===== config.mk =====
export PLATFORM = sky130hd
export DESIGN_NAME = iq_frontend_top
export DESIGN_NICKNAME = d
export VERILOG_FILES = /design/src/verilog/iq_pkg.sv /design/src/verilog/fetch_bundle_if.sv /design/src/verilog/queue_head_if.sv /design/src/verilog/fetch_predecode.sv /design/src/verilog/inst_queue.sv /design/src/verilog/iq_frontend_top.sv /design/src/verilog/issue_pairing.sv
export SDC_FILE = /design/constraint.sdc
export NUM_CORES = 2
export LEC_CHECK = 0
export BUFFER_PORTS_ARGS = -buffer_cell sky130_fd_sc_hd__buf_2
export CORE_MARGIN = 3
export CORE_UTILIZATION = 57
export DETAILED_ROUTE_END_ITERATION = 12
export PLACE_DENSITY = 0.77
export SYNTH_ARGS = -nofsm -noshare
export SYNTH_HDL_FRONTEND = slang
export SYNTH_SLANG_ARGS = --single-unit

===== constraint.sdc =====
create_clock -name clk -period 9.36 [get_ports clk]
set_input_delay 0.468 -clock clk [delete_from_list [all_inputs] [get_ports clk]]
set_output_delay 0.468 -clock clk [all_outputs]
set_load 0.05 [all_outputs]

===== src/verilog/iq_pkg.sv =====
package iq_pkg;

	// basic widths
	typedef logic [31:0] pc_t;
	typedef logic [31:0] instr_t;
	typedef logic [4:0]  reg_idx_t;
	typedef logic [6:0]  opcode_t;

	// entries in one transfer, 0 to 2
	typedef logic [1:0]  slot_count_t;

	// operation classes
	typedef logic [2:0]  op_class_t;

	localparam op_class_t OP_ALU    = 3'd0;
	localparam op_class_t OP_LOAD   = 3'd1;
	localparam op_class_t OP_STORE  = 3'd2;
	localparam op_class_t OP_BRANCH = 3'd3;
	localparam op_class_t OP_JUMP   = 3'd4;
	localparam op_class_t OP_SYS    = 3'd5;

	// rv32i major opcodes
	localparam opcode_t OPC_LUI    = 7'b0110111;
	localparam opcode_t OPC_AUIPC  = 7'b0010111;
	localparam opcode_t OPC_JAL    = 7'b1101111;
	localparam opcode_t OPC_JALR   = 7'b1100111;
	localparam opcode_t OPC_BRANCH = 7'b1100011;
	localparam opcode_t OPC_LOAD   = 7'b0000011;
	localparam opcode_t OPC_STORE  = 7'b0100011;
	localparam opcode_t OPC_OP_IMM = 7'b0010011;
	localparam opcode_t OPC_OP     = 7'b0110011;

	// one queue entry
	// rd, rs1 and rs2 are zero where the instruction has no such operand
	typedef struct packed {
		pc_t       pc;
		instr_t    instr;
		op_class_t op_class;
		reg_idx_t  rd;
		reg_idx_t  rs1;
		reg_idx_t  rs2;
	} iq_entry_t;

	// default queue depth
	localparam int IQ_DEPTH_DEFAULT = 16;

	// offset of the second word of a fetch pair
	localparam pc_t PC_STEP = 32'd4;

endpackage


===== src/verilog/fetch_bundle_if.sv =====
`timescale 1ns/1ps

interface fetch_bundle_if;
	import iq_pkg::*;

	// predecoded bundle from predecode to the queue
	logic        valid;
	logic        ready;
	slot_count_t count;
	iq_entry_t   e0;
	iq_entry_t   e1;

	modport producer (
		output valid,
		output count,
		output e0,
		output e1,
		input  ready
	);

	modport consumer (
		input  valid,
		input  count,
		input  e0,
		input  e1,
		output ready
	);

endinterface


===== src/verilog/queue_head_if.sv =====
`timescale 1ns/1ps

interface queue_head_if;
	import iq_pkg::*;

	// two oldest entries plus how many of them are real
	iq_entry_t   head0;
	iq_entry_t   head1;
	slot_count_t avail;

	// entries removed on the next edge
	slot_count_t take;

	modport source (
		output head0,
		output head1,
		output avail,
		input  take
	);

	modport sink (
		input  head0,
		input  head1,
		input  avail,
		output take
	);

endinterface

===== src/verilog/fetch_predecode.sv =====
`timescale 1ns/1ps

module fetch_predecode (
	input  logic                clk,
	input  logic                rst_n,
	input  logic                flush,
	input  logic                in_valid,
	output logic                in_ready,
	input  iq_pkg::pc_t         in_pc,
	input  iq_pkg::instr_t      in_instr0,
	input  iq_pkg::instr_t      in_instr1,
	input  iq_pkg::slot_count_t in_count,
	fetch_bundle_if.producer    bundle
);
	import iq_pkg::*;

	logic        valid_q;
	slot_count_t count_q;
	iq_entry_t   e0_q;
	iq_entry_t   e1_q;

	// opcode to class and operand fields
	function automatic iq_entry_t decode(input pc_t pc, input instr_t instr);
		iq_entry_t e;
		e.pc       = pc;
		e.instr    = instr;
		e.op_class = OP_SYS;
		e.rd       = instr[11:7];
		e.rs1      = instr[19:15];
		e.rs2      = '0;
		case (opcode_t'(instr[6:0]))
			OPC_OP: begin
				e.op_class = OP_ALU;
				e.rs2      = instr[24:20];
			end
			OPC_OP_IMM: e.op_class = OP_ALU;
			OPC_LUI, OPC_AUIPC: begin
				e.op_class = OP_ALU;
				e.rs1      = '0;
			end
			OPC_LOAD: e.op_class = OP_LOAD;
			OPC_STORE: begin
				e.op_class = OP_STORE;
				e.rd       = '0;
				e.rs2      = instr[24:20];
			end
			OPC_BRANCH: begin
				e.op_class = OP_BRANCH;
				e.rd       = '0;
				e.rs2      = instr[24:20];
			end
			OPC_JAL: begin
				e.op_class = OP_JUMP;
				e.rs1      = '0;
			end
			OPC_JALR: e.op_class = OP_JUMP;
			default: e.op_class = OP_SYS;
		endcase
		return e;
	endfunction

	// one-deep holding register, refills in the cycle it drains
	assign in_ready = !valid_q || bundle.ready;

	always_ff @(posedge clk) begin
		if (!rst_n || flush) begin
			valid_q <= 1'b0;
		end else if (in_ready) begin
			valid_q <= in_valid;
		end
	end

	always_ff @(posedge clk) begin
		if (in_valid && in_ready) begin
			count_q <= in_count;
			e0_q    <= decode(in_pc, in_instr0);
			// second word is always the next sequential one
			e1_q    <= decode(in_pc + PC_STEP, in_instr1);
		end
	end

	assign bundle.valid = valid_q;
	assign bundle.count = count_q;
	assign bundle.e0    = e0_q;
	assign bundle.e1    = e1_q;

	// fetch only ever hands over one or two words
	a_in_count: assert property (@(posedge clk) disable iff (!rst_n)
		in_valid |-> (in_count == 2'd1 || in_count == 2'd2));

endmodule


===== src/verilog/inst_queue.sv =====
`timescale 1ns/1ps

module inst_queue #(
	parameter int depth = iq_pkg::IQ_DEPTH_DEFAULT
) (
	input  logic                         clk,
	input  logic                         rst_n,
	input  logic                         flush,
	fetch_bundle_if.consumer             enq_side,
	queue_head_if.source                 head,
	output logic [$clog2(depth + 1)-1:0] occupancy
);
	import iq_pkg::*;

	localparam int ptr_w = (depth > 1) ? $clog2(depth) : 1;
	localparam int cnt_w = $clog2(depth + 1);

	typedef logic [ptr_w-1:0] ptr_t;
	typedef logic [cnt_w-1:0] cnt_t;

	// entry storage, no reset
	iq_entry_t mem [depth];

	ptr_t        rd_ptr;
	ptr_t        wr_ptr;
	cnt_t        count_q;
	cnt_t        free_slots;
	logic        enq_fire;
	slot_count_t enq_n;

	// pointer advance with wrap at depth, which need not be a power of two
	function automatic ptr_t ptr_add(input ptr_t p, input slot_count_t n);
		logic [ptr_w:0] sum;
		sum = {1'b0, p} + (ptr_w + 1)'(n);
		if (sum >= (ptr_w + 1)'(depth)) begin
			sum = sum - (ptr_w + 1)'(depth);
		end
		return sum[ptr_w-1:0];
	endfunction

	assign free_slots = cnt_t'(depth) - count_q;

	// ready looks only at free space, never at valid
	assign enq_side.ready = free_slots >= cnt_t'(enq_side.count);

	assign enq_fire = enq_side.valid && enq_side.ready;
	assign enq_n    = enq_fire ? enq_side.count : 2'd0;

	// pointers and count, flush wins over any transfer
	always_ff @(posedge clk) begin
		if (!rst_n || flush) begin
			rd_ptr  <= '0;
			wr_ptr  <= '0;
			count_q <= '0;
		end else begin
			wr_ptr  <= ptr_add(wr_ptr, enq_n);
			rd_ptr  <= ptr_add(rd_ptr, head.take);
			count_q <= count_q + cnt_t'(enq_n) - cnt_t'(head.take);
		end
	end

	// storage write
	// stale entries behind a flush are never read, the pointers move past them
	always_ff @(posedge clk) begin
		if (enq_fire) begin
			mem[wr_ptr] <= enq_side.e0;
			if (enq_side.count == 2'd2) begin
				mem[ptr_add(wr_ptr, 2'd1)] <= enq_side.e1;
			end
		end
	end

	// head view straight from storage
	// an entry written on an edge shows up only after it
	assign head.head0 = mem[rd_ptr];
	assign head.head1 = mem[ptr_add(rd_ptr, 2'd1)];

	always_comb begin
		if (count_q >= cnt_t'(2)) begin
			head.avail = 2'd2;
		end else begin
			head.avail = slot_count_t'(count_q);
		end
	end

	assign occupancy = count_q;

	// the pairing stage must not ask for more than the head shows
	a_take_le_avail: assert property (@(posedge clk) disable iff (!rst_n)
		head.take <= head.avail);

	// enqueue handshake and dequeue together never overfill
	a_occ_le_depth: assert property (@(posedge clk) disable iff (!rst_n)
		count_q <= cnt_t'(depth));

endmodule


===== src/verilog/iq_frontend_top.sv =====
`timescale 1ns/1ps

module iq_frontend_top #(
	parameter int depth = iq_pkg::IQ_DEPTH_DEFAULT
) (
	input  logic                         clk,
	input  logic                         rst_n,
	input  logic                         flush,

	// raw words from fetch
	input  logic                         in_valid,
	output logic                         in_ready,
	input  iq_pkg::pc_t                  in_pc,
	input  iq_pkg::instr_t               in_instr0,
	input  iq_pkg::instr_t               in_instr1,
	input  iq_pkg::slot_count_t          in_count,

	// issue bundles
	output logic                         out_valid,
	input  logic                         out_ready,
	output iq_pkg::slot_count_t          out_count,
	output iq_pkg::pc_t                  out_pc0,
	output iq_pkg::instr_t               out_instr0,
	output iq_pkg::pc_t                  out_pc1,
	output iq_pkg::instr_t               out_instr1,

	output logic [$clog2(depth + 1)-1:0] occupancy
);

	fetch_bundle_if bundle_if ();
	queue_head_if   head_if ();

	// decode, store, then pair for issue
	fetch_predecode u_predecode (
		.clk       (clk),
		.rst_n     (rst_n),
		.flush     (flush),
		.in_valid  (in_valid),
		.in_ready  (in_ready),
		.in_pc     (in_pc),
		.in_instr0 (in_instr0),
		.in_instr1 (in_instr1),
		.in_count  (in_count),
		.bundle    (bundle_if.producer)
	);

	inst_queue #(
		.depth (depth)
	) u_queue (
		.clk       (clk),
		.rst_n     (rst_n),
		.flush     (flush),
		.enq_side  (bundle_if.consumer),
		.head      (head_if.source),
		.occupancy (occupancy)
	);

	issue_pairing u_pairing (
		.clk        (clk),
		.rst_n      (rst_n),
		.flush      (flush),
		.head       (head_if.sink),
		.out_valid  (out_valid),
		.out_ready  (out_ready),
		.out_count  (out_count),
		.out_pc0    (out_pc0),
		.out_pc1    (out_pc1),
		.out_instr0 (out_instr0),
		.out_instr1 (out_instr1)
	);

endmodule


===== src/verilog/issue_pairing.sv =====
`timescale 1ns/1ps

module issue_pairing (
	input  logic                clk,
	input  logic                rst_n,
	input  logic                flush,
	queue_head_if.sink          head,
	output logic                out_valid,
	input  logic                out_ready,
	output iq_pkg::slot_count_t out_count,
	output iq_pkg::pc_t         out_pc0,
	output iq_pkg::pc_t         out_pc1,
	output iq_pkg::instr_t      out_instr0,
	output iq_pkg::instr_t      out_instr1
);
	import iq_pkg::*;

	logic        valid_q;
	logic        can_load;
	logic        h0_ctrl;
	logic        h0_mem;
	logic        h1_mem;
	logic        raw_dep;
	logic        pair_ok;
	slot_count_t take_n;

	// register free now or emptied on this edge
	assign can_load = !valid_q || out_ready;

	assign h0_ctrl = head.head0.op_class == OP_BRANCH || head.head0.op_class == OP_JUMP;
	assign h0_mem  = head.head0.op_class == OP_LOAD || head.head0.op_class == OP_STORE;
	assign h1_mem  = head.head1.op_class == OP_LOAD || head.head1.op_class == OP_STORE;

	// x0 never carries a dependency
	assign raw_dep = (head.head0.rd != '0) &&
		(head.head0.rd == head.head1.rs1 || head.head0.rd == head.head1.rs2);

	// one memory port, control ends the group
	assign pair_ok = (head.avail == 2'd2) && !h0_ctrl && !raw_dep && !(h0_mem && h1_mem);

	always_comb begin
		take_n = 2'd0;
		if (can_load && head.avail != 2'd0) begin
			take_n = pair_ok ? 2'd2 : 2'd1;
		end
	end

	assign head.take = take_n;

	always_ff @(posedge clk) begin
		if (!rst_n || flush) begin
			valid_q <= 1'b0;
		end else if (can_load) begin
			valid_q <= head.avail != 2'd0;
		end
	end

	// issue payload
	always_ff @(posedge clk) begin
		if (take_n != 2'd0) begin
			out_count  <= take_n;
			out_pc0    <= head.head0.pc;
			out_instr0 <= head.head0.instr;
			// slot 1 reads as zero for a single issue
			out_pc1    <= pair_ok ? head.head1.pc : '0;
			out_instr1 <= pair_ok ? head.head1.instr : '0;
		end
	end

	assign out_valid = valid_q;

	// a single or a pair, never an empty bundle on the bus
	a_out_count: assert property (@(posedge clk) disable iff (!rst_n)
		out_valid |-> (out_count == 2'd1 || out_count == 2'd2));

endmodule


# Word level (Yosys, flattened, before mapping)
# Memories as Yosys holds them, arrays and structs flattened. A register that Yosys moved wholly into a read port is not among the register bits.
# Index checks and enable logic that the tools add are counted.
[op_classes] n_addsub=12 order_cmp=6 eq_ne=28 mux=18 n_reduce_logical=34
[op_table] cell="7-bit by 6-bit == test with 1-bit output, second input constant" n=6
[op_table] cell="7-bit == test, second input constant" n=6
[op_table] cell="32-bit by 3-bit adder with 32-bit output, second input constant" n=1
[op_table] cell="3-bit one-hot mux with 5 select lines" n=2
[op_table] cell="7-bit by 5-bit == test with 1-bit output, second input constant" n=4
[op_table] cell="4-bit two-way mux" n=7
[op_table] cell="5-bit >= comparator, second input constant" n=4
[op_table] cell="4-bit by 1-bit subtractor with 4-bit output, second input constant" n=4
[op_table] cell="7-bit by 2-bit == test with 1-bit output, second input constant" n=2
[op_table] cell="3-bit OR reduction" n=4
[op_table] cell="4-bit by 1-bit adder with 5-bit output, second input constant" n=2
[op_table] cell="4-bit by 2-bit adder with 5-bit output" n=2
[op_table] cell="5-bit == test" n=2
[op_table] cell="3-bit by 2-bit == test with 1-bit output, second input constant" n=3
[op_table] cell="1-bit logical AND" n=8
[op_table] cell="2-bit two-way mux" n=4
[op_table] cell="2-bit OR reduction" n=4
[op_table] cell="4-bit OR reduction" n=2
[op_table] cell="1-bit logical OR" n=7
[op_table] cell="3-bit by 1-bit == test with 1-bit output, second input constant" n=2
[op_table] cell="1-bit zero test" n=6
[op_table] cell="5-bit by 2-bit adder with 5-bit output" n=1
[op_table] cell="5-bit by 2-bit >= comparator with 1-bit output" n=1
[op_table] cell="5-bit by 2-bit >= comparator with 1-bit output, second input constant" n=1
[op_table] cell="7 further kinds" n=13
[word_totals] register_bits=311 ramBits=1312 n_memories=1
[mem_list] memory="u_queue.mem" words=16 word_bits=82 rd=2 rd_clocked_by_memory_dff=1 wr=2 line="inst_queue.sv:22" rtl="iq_entry_t mem [depth];"

# Depth between registers and ports, before layout
# An unclocked memory read counts as a cell.
[depth] depth_word=16 depth_mapped=22 ltp_nobuf=18

# Cells and area by module
# Synthesis repeated with hierarchy kept, for this count alone.
[hier_totals] hier_cells=4675 area_unflattened_um2=87263.7
[modules_own_cells] module="inst_queue" n_inst=1 cells_each=4102 area_per_inst_um2=76389.5 seq_area_each_um2=39658.0
[modules_own_cells] module="fetch_predecode" n_inst=1 cells_each=325 area_per_inst_um2=5969.5 seq_area_each_um2=4944.7
[modules_own_cells] module="issue_pairing" n_inst=1 cells_each=248 area_per_inst_um2=4904.7 seq_area_each_um2=3923.8

# Least setup slack after synthesis
# Ideal clock, no wire load.
[synth_path] path_type="reg-to-reg" from="reg u_queue.count_q[1] (netlist: u_queue.occupancy[1])" to="reg u_predecode.count_q[0] (netlist: u_predecode.bundle.count[0]) (enable)" setup_time_ns=0.741 t_arrival_ns=9.579 setup_slack_ns=-0.961 stages_incl_launch_ff=7 path_cell_list="dfxtp_1 > inv_1 > ha_1 > ha_1 > a221o_1 > nor3_1 > a21oi_1"
[synth_between] elab_chain_cells=4
[synth_rtl] item="from (decl)" line="inst_queue.sv:26" rtl="cnt_t count_q;"
[synth_rtl] item="from (signal assigned)" line="inst_queue.sv:58" rtl="count_q <= count_q + cnt_t'(enq_n) - cnt_t'(head.take);"
[synth_rtl] item="5-bit subtractor" line="inst_queue.sv:41" rtl="assign free_slots = cnt_t'(depth) - count_q;"
[synth_rtl] item="5-bit by 2-bit >= comparator with 1-bit output" line="inst_queue.sv:44" rtl="assign enq_side.ready = free_slots >= cnt_t'(enq_side.count);"
[synth_rtl] item="1-bit logical OR" line="fetch_predecode.sv:63" rtl="assign in_ready = !valid_q || bundle.ready;"
[synth_rtl] item="1-bit logical AND" line="fetch_predecode.sv:74" rtl="if (in_valid && in_ready) begin"
[synth_rtl] item="to (signal assigned)" line="fetch_predecode.sv:75" rtl="count_q <= in_count;"
[synth_rtl] item="to (decl)" line="fetch_predecode.sv:18" rtl="slot_count_t count_q;"
# No other way between the ends.
# A chain may end at the register's enable or synchronous reset.

# Worst setup path after layout
[layout_path] from="reg u_queue.rd_ptr[1]" to="reg u_queue.count_q[4] (netlist: u_queue.occupancy[4])"
[layout_between] elab_chain_cells=13 word_cells_on_any_way=20
[layout_rtl] item="from (decl)" line="inst_queue.sv:24" rtl="ptr_t rd_ptr;"
[layout_rtl] item="from (signal assigned)" line="inst_queue.sv:57" rtl="rd_ptr <= ptr_add(rd_ptr, head.take);"
[layout_rtl] item="4-bit by 1-bit adder with 5-bit output *" line="inst_queue.sv:34" rtl="sum = {1'b0, p} + (ptr_w + 1)'(n);"
[layout_rtl] item="4-bit by 1-bit subtractor with 4-bit output / 5-bit >= comparator (equally long branches)" line="inst_queue.sv:36, inst_queue.sv:35"
[layout_rtl] item="4-bit two-way mux *" line="inst_queue.sv:35" rtl="if (sum >= (ptr_w + 1)'(depth)) begin"
[layout_rtl] item="memory read 16 x 82 bit *"
[layout_rtl] item="5-bit == test" line="issue_pairing.sv:36" rtl="(head.head0.rd == head.head1.rs1 || head.head0.rd == head.head1.rs2);"
[layout_rtl] item="1-bit logical OR" line="issue_pairing.sv:36"
[layout_rtl] item="1-bit logical AND" line="issue_pairing.sv:35" rtl="assign raw_dep = (head.head0.rd != '0) &&"
[layout_rtl] item="1-bit zero test" line="issue_pairing.sv:39" rtl="assign pair_ok = (head.avail == 2'd2) && !h0_ctrl && !raw_dep && !(h0_mem && h1_mem);"
[layout_rtl] item="1-bit logical AND" line="issue_pairing.sv:39"
[layout_rtl] item="1-bit logical AND *" line="issue_pairing.sv:39"
[layout_rtl] item="2-bit two-way mux *" line="issue_pairing.sv:44" rtl="take_n = pair_ok ? 2'd2 : 2'd1;"
[layout_rtl] item="2-bit two-way mux *" line="issue_pairing.sv:43" rtl="if (can_load && head.avail != 2'd0) begin"
[layout_rtl] item="via head_if.take[0]" line="queue_head_if.sv:12" rtl="slot_count_t take;"
[layout_rtl] item="5-bit by 2-bit subtractor with 5-bit output *" line="inst_queue.sv:58"
# The timed path passes the listed nets; every way through them passes the cells marked *.

==> out/results.txt <==
The flow ran to the end, and the final reports show no timing, DRC or antenna violations. The logs give 56.66% for the share of the yosys chip area belonging to registers and 53 for the number of distinct library cell variants in the gate-level netlist after synthesis. The tools report the number of gates resized after CTS as 0.

The hold path depth is 1. For the via count, the log shows 53970. The number of fillers in the final layout was 10630. Counting every net in the synthesized netlist gives 5535. In the final routed layout, each cell accounts on average for 33.94 um. 240 I/O pins were placed. In this run the most critical hold path is launched from in_instr0[5]. The most common cell in the netlist was sky130_fd_sc_hd__edfxtp_1.

The worst setup path is of the flip-flop to flip-flop kind. After clock tree synthesis, the flow added hold-fix buffers numbering 95. Total count of max-transition violations in the final report: 0. The data required time of the worst path is 10.09 ns. The worst setup path is launched from a flip-flop.

For the final routed database, the setup TNS stands at 0 ns. The count of flip-flops with a built-in enable after synthesis is 1606. The worst supply voltage drop on vdd came out at 0.0002493 V. Summed over all layers, the routed wires come to 258200 um. Yosys printed 0 warnings. The logs give 29.75 nW for the leakage power figure and 32.89% for the overall track demand over capacity in global routing. The share of flip-flops with an asynchronous set or reset after synthesis was 0%. The number of setup buffers added after CTS is 0. Estimated wirelength of the detail-placed design: 135500 um. The maximum fanout count along the critical path was 60; the number of cell rows was 141. For the worst flop-to-flop path, the logic depth is 19. The number of H-tree branching levels is 4, and the number of buffers created by CTS is 169. The average via count per standard cell came out at 7.093. Launching point of the worst reg2reg path: u_queue.rd_ptr[1]. Max-cap violations in this run came to 0.

By count the netlist is led by sky130_fd_sc_hd__edfxtp_1, sky130_fd_sc_hd__mux2_2, sky130_fd_sc_hd__mux4_2. The area growth from synthesis to layout is 10.13%. Hold violation count in the final report: 0.

Cells fill 63.50% of the core in the end. In this run the mean area of a mapped cell was 15.83 sq um. In this run the worst hold path is classified as input pin to flip-flop.

Number of antenna violations at the first check in global routing: 21. The slew at the pin with the worst max-slew slack came out at 1.322 ns. The logs give 3.134 ns for the setup slack at placement and 0 for the number of remaining DRC errors. TritonCTS built the clock tree. The number of standard cells after synthesis was 5410; the number of global-route vias before repair was 53640. Entering global routing, the biggest net connects 146 pins. In this run the register-to-register setup slack is 3.17 ns. The number of nets at the end of the flow is 5579, and the time the worst path needs with I/O delays and setup is 6.191 ns. Endpoint class of the critical path: a flip-flop. The die area was 154900 sq um. For the number of detailed-routing iterations run before antenna repair, the log shows 6. The tools report the master cell of the clock root buffer as sky130_fd_sc_hd__clkbuf_16.

The worst register-to-register path ends at u_queue.occupancy[4]. The power density over the cells was 230.1 nW/um^2. The final weighted congestion in routability-driven placement was 0.8286; the number of I/O port buffers was 239. The count of endpoints failing setup in the final report was 0. The placeable core region is 148500 sq um. The signal arrival time at the worst endpoint came out at 6.92 ns. For the worst-skew pair, the clock arrives at the later sink with an insertion delay of 0.84 ns. For the post-detailed-route count of antenna-violating nets, the log shows 0. Summed over all instances, the cell type with the most area after synthesis is sky130_fd_sc_hd__edfxtp_1. Dividing the final minimum period by the clock period gives 66.15%. Setup repair after global routing left no endpoint under its margin. After global routing the overflow that remains totals 0. Derived from the worst setup path, the maximum achievable clock frequency is 0.1615 GHz.

In this run, the number of DRC markers left after iteration 0 of detailed routing was 7368. The die is 393.6 um tall. In this run the tightest slew margin relative to its limit is 11.88%. Counting every sink on the clock net gives 1621.

The first global-routing pass estimated 372600 um of wire. Measured along the x axis, the die boundary spans 393.6 um. The synthesis-stage register bit count came out at 1621.

In the post-route analysis, the smallest setup slack over all paths is 3.169 ns. Summing every instance area after synthesis gives 85650 sq um. In this run the deepest clock path goes through 3 buffers. The tools report the worst clock skew as 0.03990 ns.

The destination of the worst hold path is u_predecode.bundle.e0[23]. In the synthesized netlist the dominant register cell turns out to be sky130_fd_sc_hd__edfxtp_1. Summed over its instances, the top area cell type makes up 56.31% of the synthesized netlist area. The post-route netlist has 43.11% of its cells at a drive strength greater than 1. By area the synthesized netlist is led by sky130_fd_sc_hd__edfxtp_1, sky130_fd_sc_hd__mux2_2, sky130_fd_sc_hd__mux4_2, sky130_fd_sc_hd__mux2i_1, sky130_fd_sc_hd__nand2_1.

The clock-pin slew reported for the worst setup and hold paths after clock tree synthesis is 0.06 ns, and the starting utilization of the core area is 57.66%.
[power by group]
part           total, W  internal, W  switching [W]
combinational   0.00612      0.00232        0.00380
sequential      0.00913      0.00866       0.000469
clock           0.00646      0.00357        0.00290
total            0.0217       0.0145        0.00717
[per-layer routing]
layer / track usage, % / share of wire (%)
met1: 44.09 / 36
met2: 51.95 / 47
met3: 7.102 / 11
met4: 14.98 / 5.0
met5: 0 / 0.060
[state kept, by name, summed over array words and instances, names as in the netlist, 4 cells and up]
register,cells
u_queue.rd_ptr,4
u_pairing.out_instr1,32
u_predecode.bundle.e0,80
u_queue.mem,1312
u_pairing.out_instr0,32
u_queue.wr_ptr,4
u_queue.occupancy,5
u_pairing.out_pc0,32
u_predecode.bundle.e1,82
u_pairing.out_pc1,32
[worst max-delay path: stages, from the launching register on]
cell and delay [ns]:
sky130_fd_sc_hd__dfxtp_4 0.85, sky130_fd_sc_hd__buf_4 0.73, sky130_fd_sc_hd__nand3_4 0.18, sky130_fd_sc_hd__xnor2_4 0.20
sky130_fd_sc_hd__buf_4 0.82, sky130_fd_sc_hd__mux4_2 0.49, sky130_fd_sc_hd__or3_1 0.34, sky130_fd_sc_hd__and3_1 0.21
sky130_fd_sc_hd__o31ai_4 0.28, sky130_fd_sc_hd__o21a_1 0.30, sky130_fd_sc_hd__ha_1 0.29, sky130_fd_sc_hd__inv_1 0.06
sky130_fd_sc_hd__ha_1 0.15, sky130_fd_sc_hd__inv_1 0.06, sky130_fd_sc_hd__fa_1 0.41, sky130_fd_sc_hd__inv_1 0.10
sky130_fd_sc_hd__a21oi_1 0.08, sky130_fd_sc_hd__nor2_1 0.12, sky130_fd_sc_hd__o21ai_0 0.11, sky130_fd_sc_hd__a21oi_1 0.14
[layout by cell type (no fill, tap or decap), drive strengths merged, types with 44 or more instances in the layout]
| cell | instances |
|---|---|
| nor2 | 47 |
| xnor2 | 44 |
| edfxtp | 1606 |
| clkbuf | 207 |
| buf | 349 |
| a21oi | 143 |
| o21ai | 69 |
| mux2 | 1281 |
| nor3 | 74 |
| mux2i | 274 |
| clkinv | 87 |
| a22oi | 77 |
| mux4 | 470 |
| a221oi | 132 |
| nand2 | 418 |
| dlygate4sd3 | 95 |
[cell families after synthesis]
kind of cell | after synthesis | synth area share, %
fa+ha+maj | 22 | 0.3565
simple gates | 649 | 3.515
flops | 1621 | 56.66
xor+xnor | 50 | 0.5288
mux | 2025 | 32.40
compound gates | 444 | 3.483
buf+inv | 599 | 3.056
[worst max-delay path by stage]
stage / startpoint / endpoint / slack, ns / cells past startpoint
2_1_floorplan: u_queue.occupancy[1] / u_queue.mem[12][0] / 2.47 / 9
3_3_place_gp: u_queue.rd_ptr[0] / u_queue.occupancy[4] / 3.25 / 18
3_5_place_dp: u_queue.rd_ptr[0] / u_queue.occupancy[4] / 3.13 / 18
4_1_cts: u_queue.rd_ptr[0] / u_queue.occupancy[4] / 3.10 / 18
5_1_grt: u_queue.rd_ptr[0] / u_queue.occupancy[4] / 2.80 / 18
6_report: u_queue.rd_ptr[1] / u_queue.occupancy[4] / 3.17 / 19
[through the flow]
step           instances  hold slack (ns)  power [W]  cell area [sq um]
2_1_floorplan       5410           0.5572    0.01373              85650
5_1_grt             7597          0.03206    0.02238              94300
4_1_cts             7595          0.01084    0.02171              94290
3_3_place_gp        7190           0.5031    0.01522              88150
6_report            7609          0.06177    0.02171              94330
3_5_place_dp        7190           0.4983    0.01530              88150
[area by class of cell]
cell class / count / area, sq um / share of cell area [%]
Timing Repair Buffer: 444 / 3098 / 3.284
Tap cell: 2002 / 2505 / 2.656
Inverter: 28 / 112.6 / 0.1194
Clock inverter: 103 / 757.0 / 0.8025
Antenna cell: 14 / 35.03 / 0.03714
Multi-Input combinational cell: 3190 / 34840 / 36.94
Sequential cell: 1621 / 48540 / 51.46
Clock buffer: 207 / 4436 / 4.702
Power figures use the tool's default switching activity.
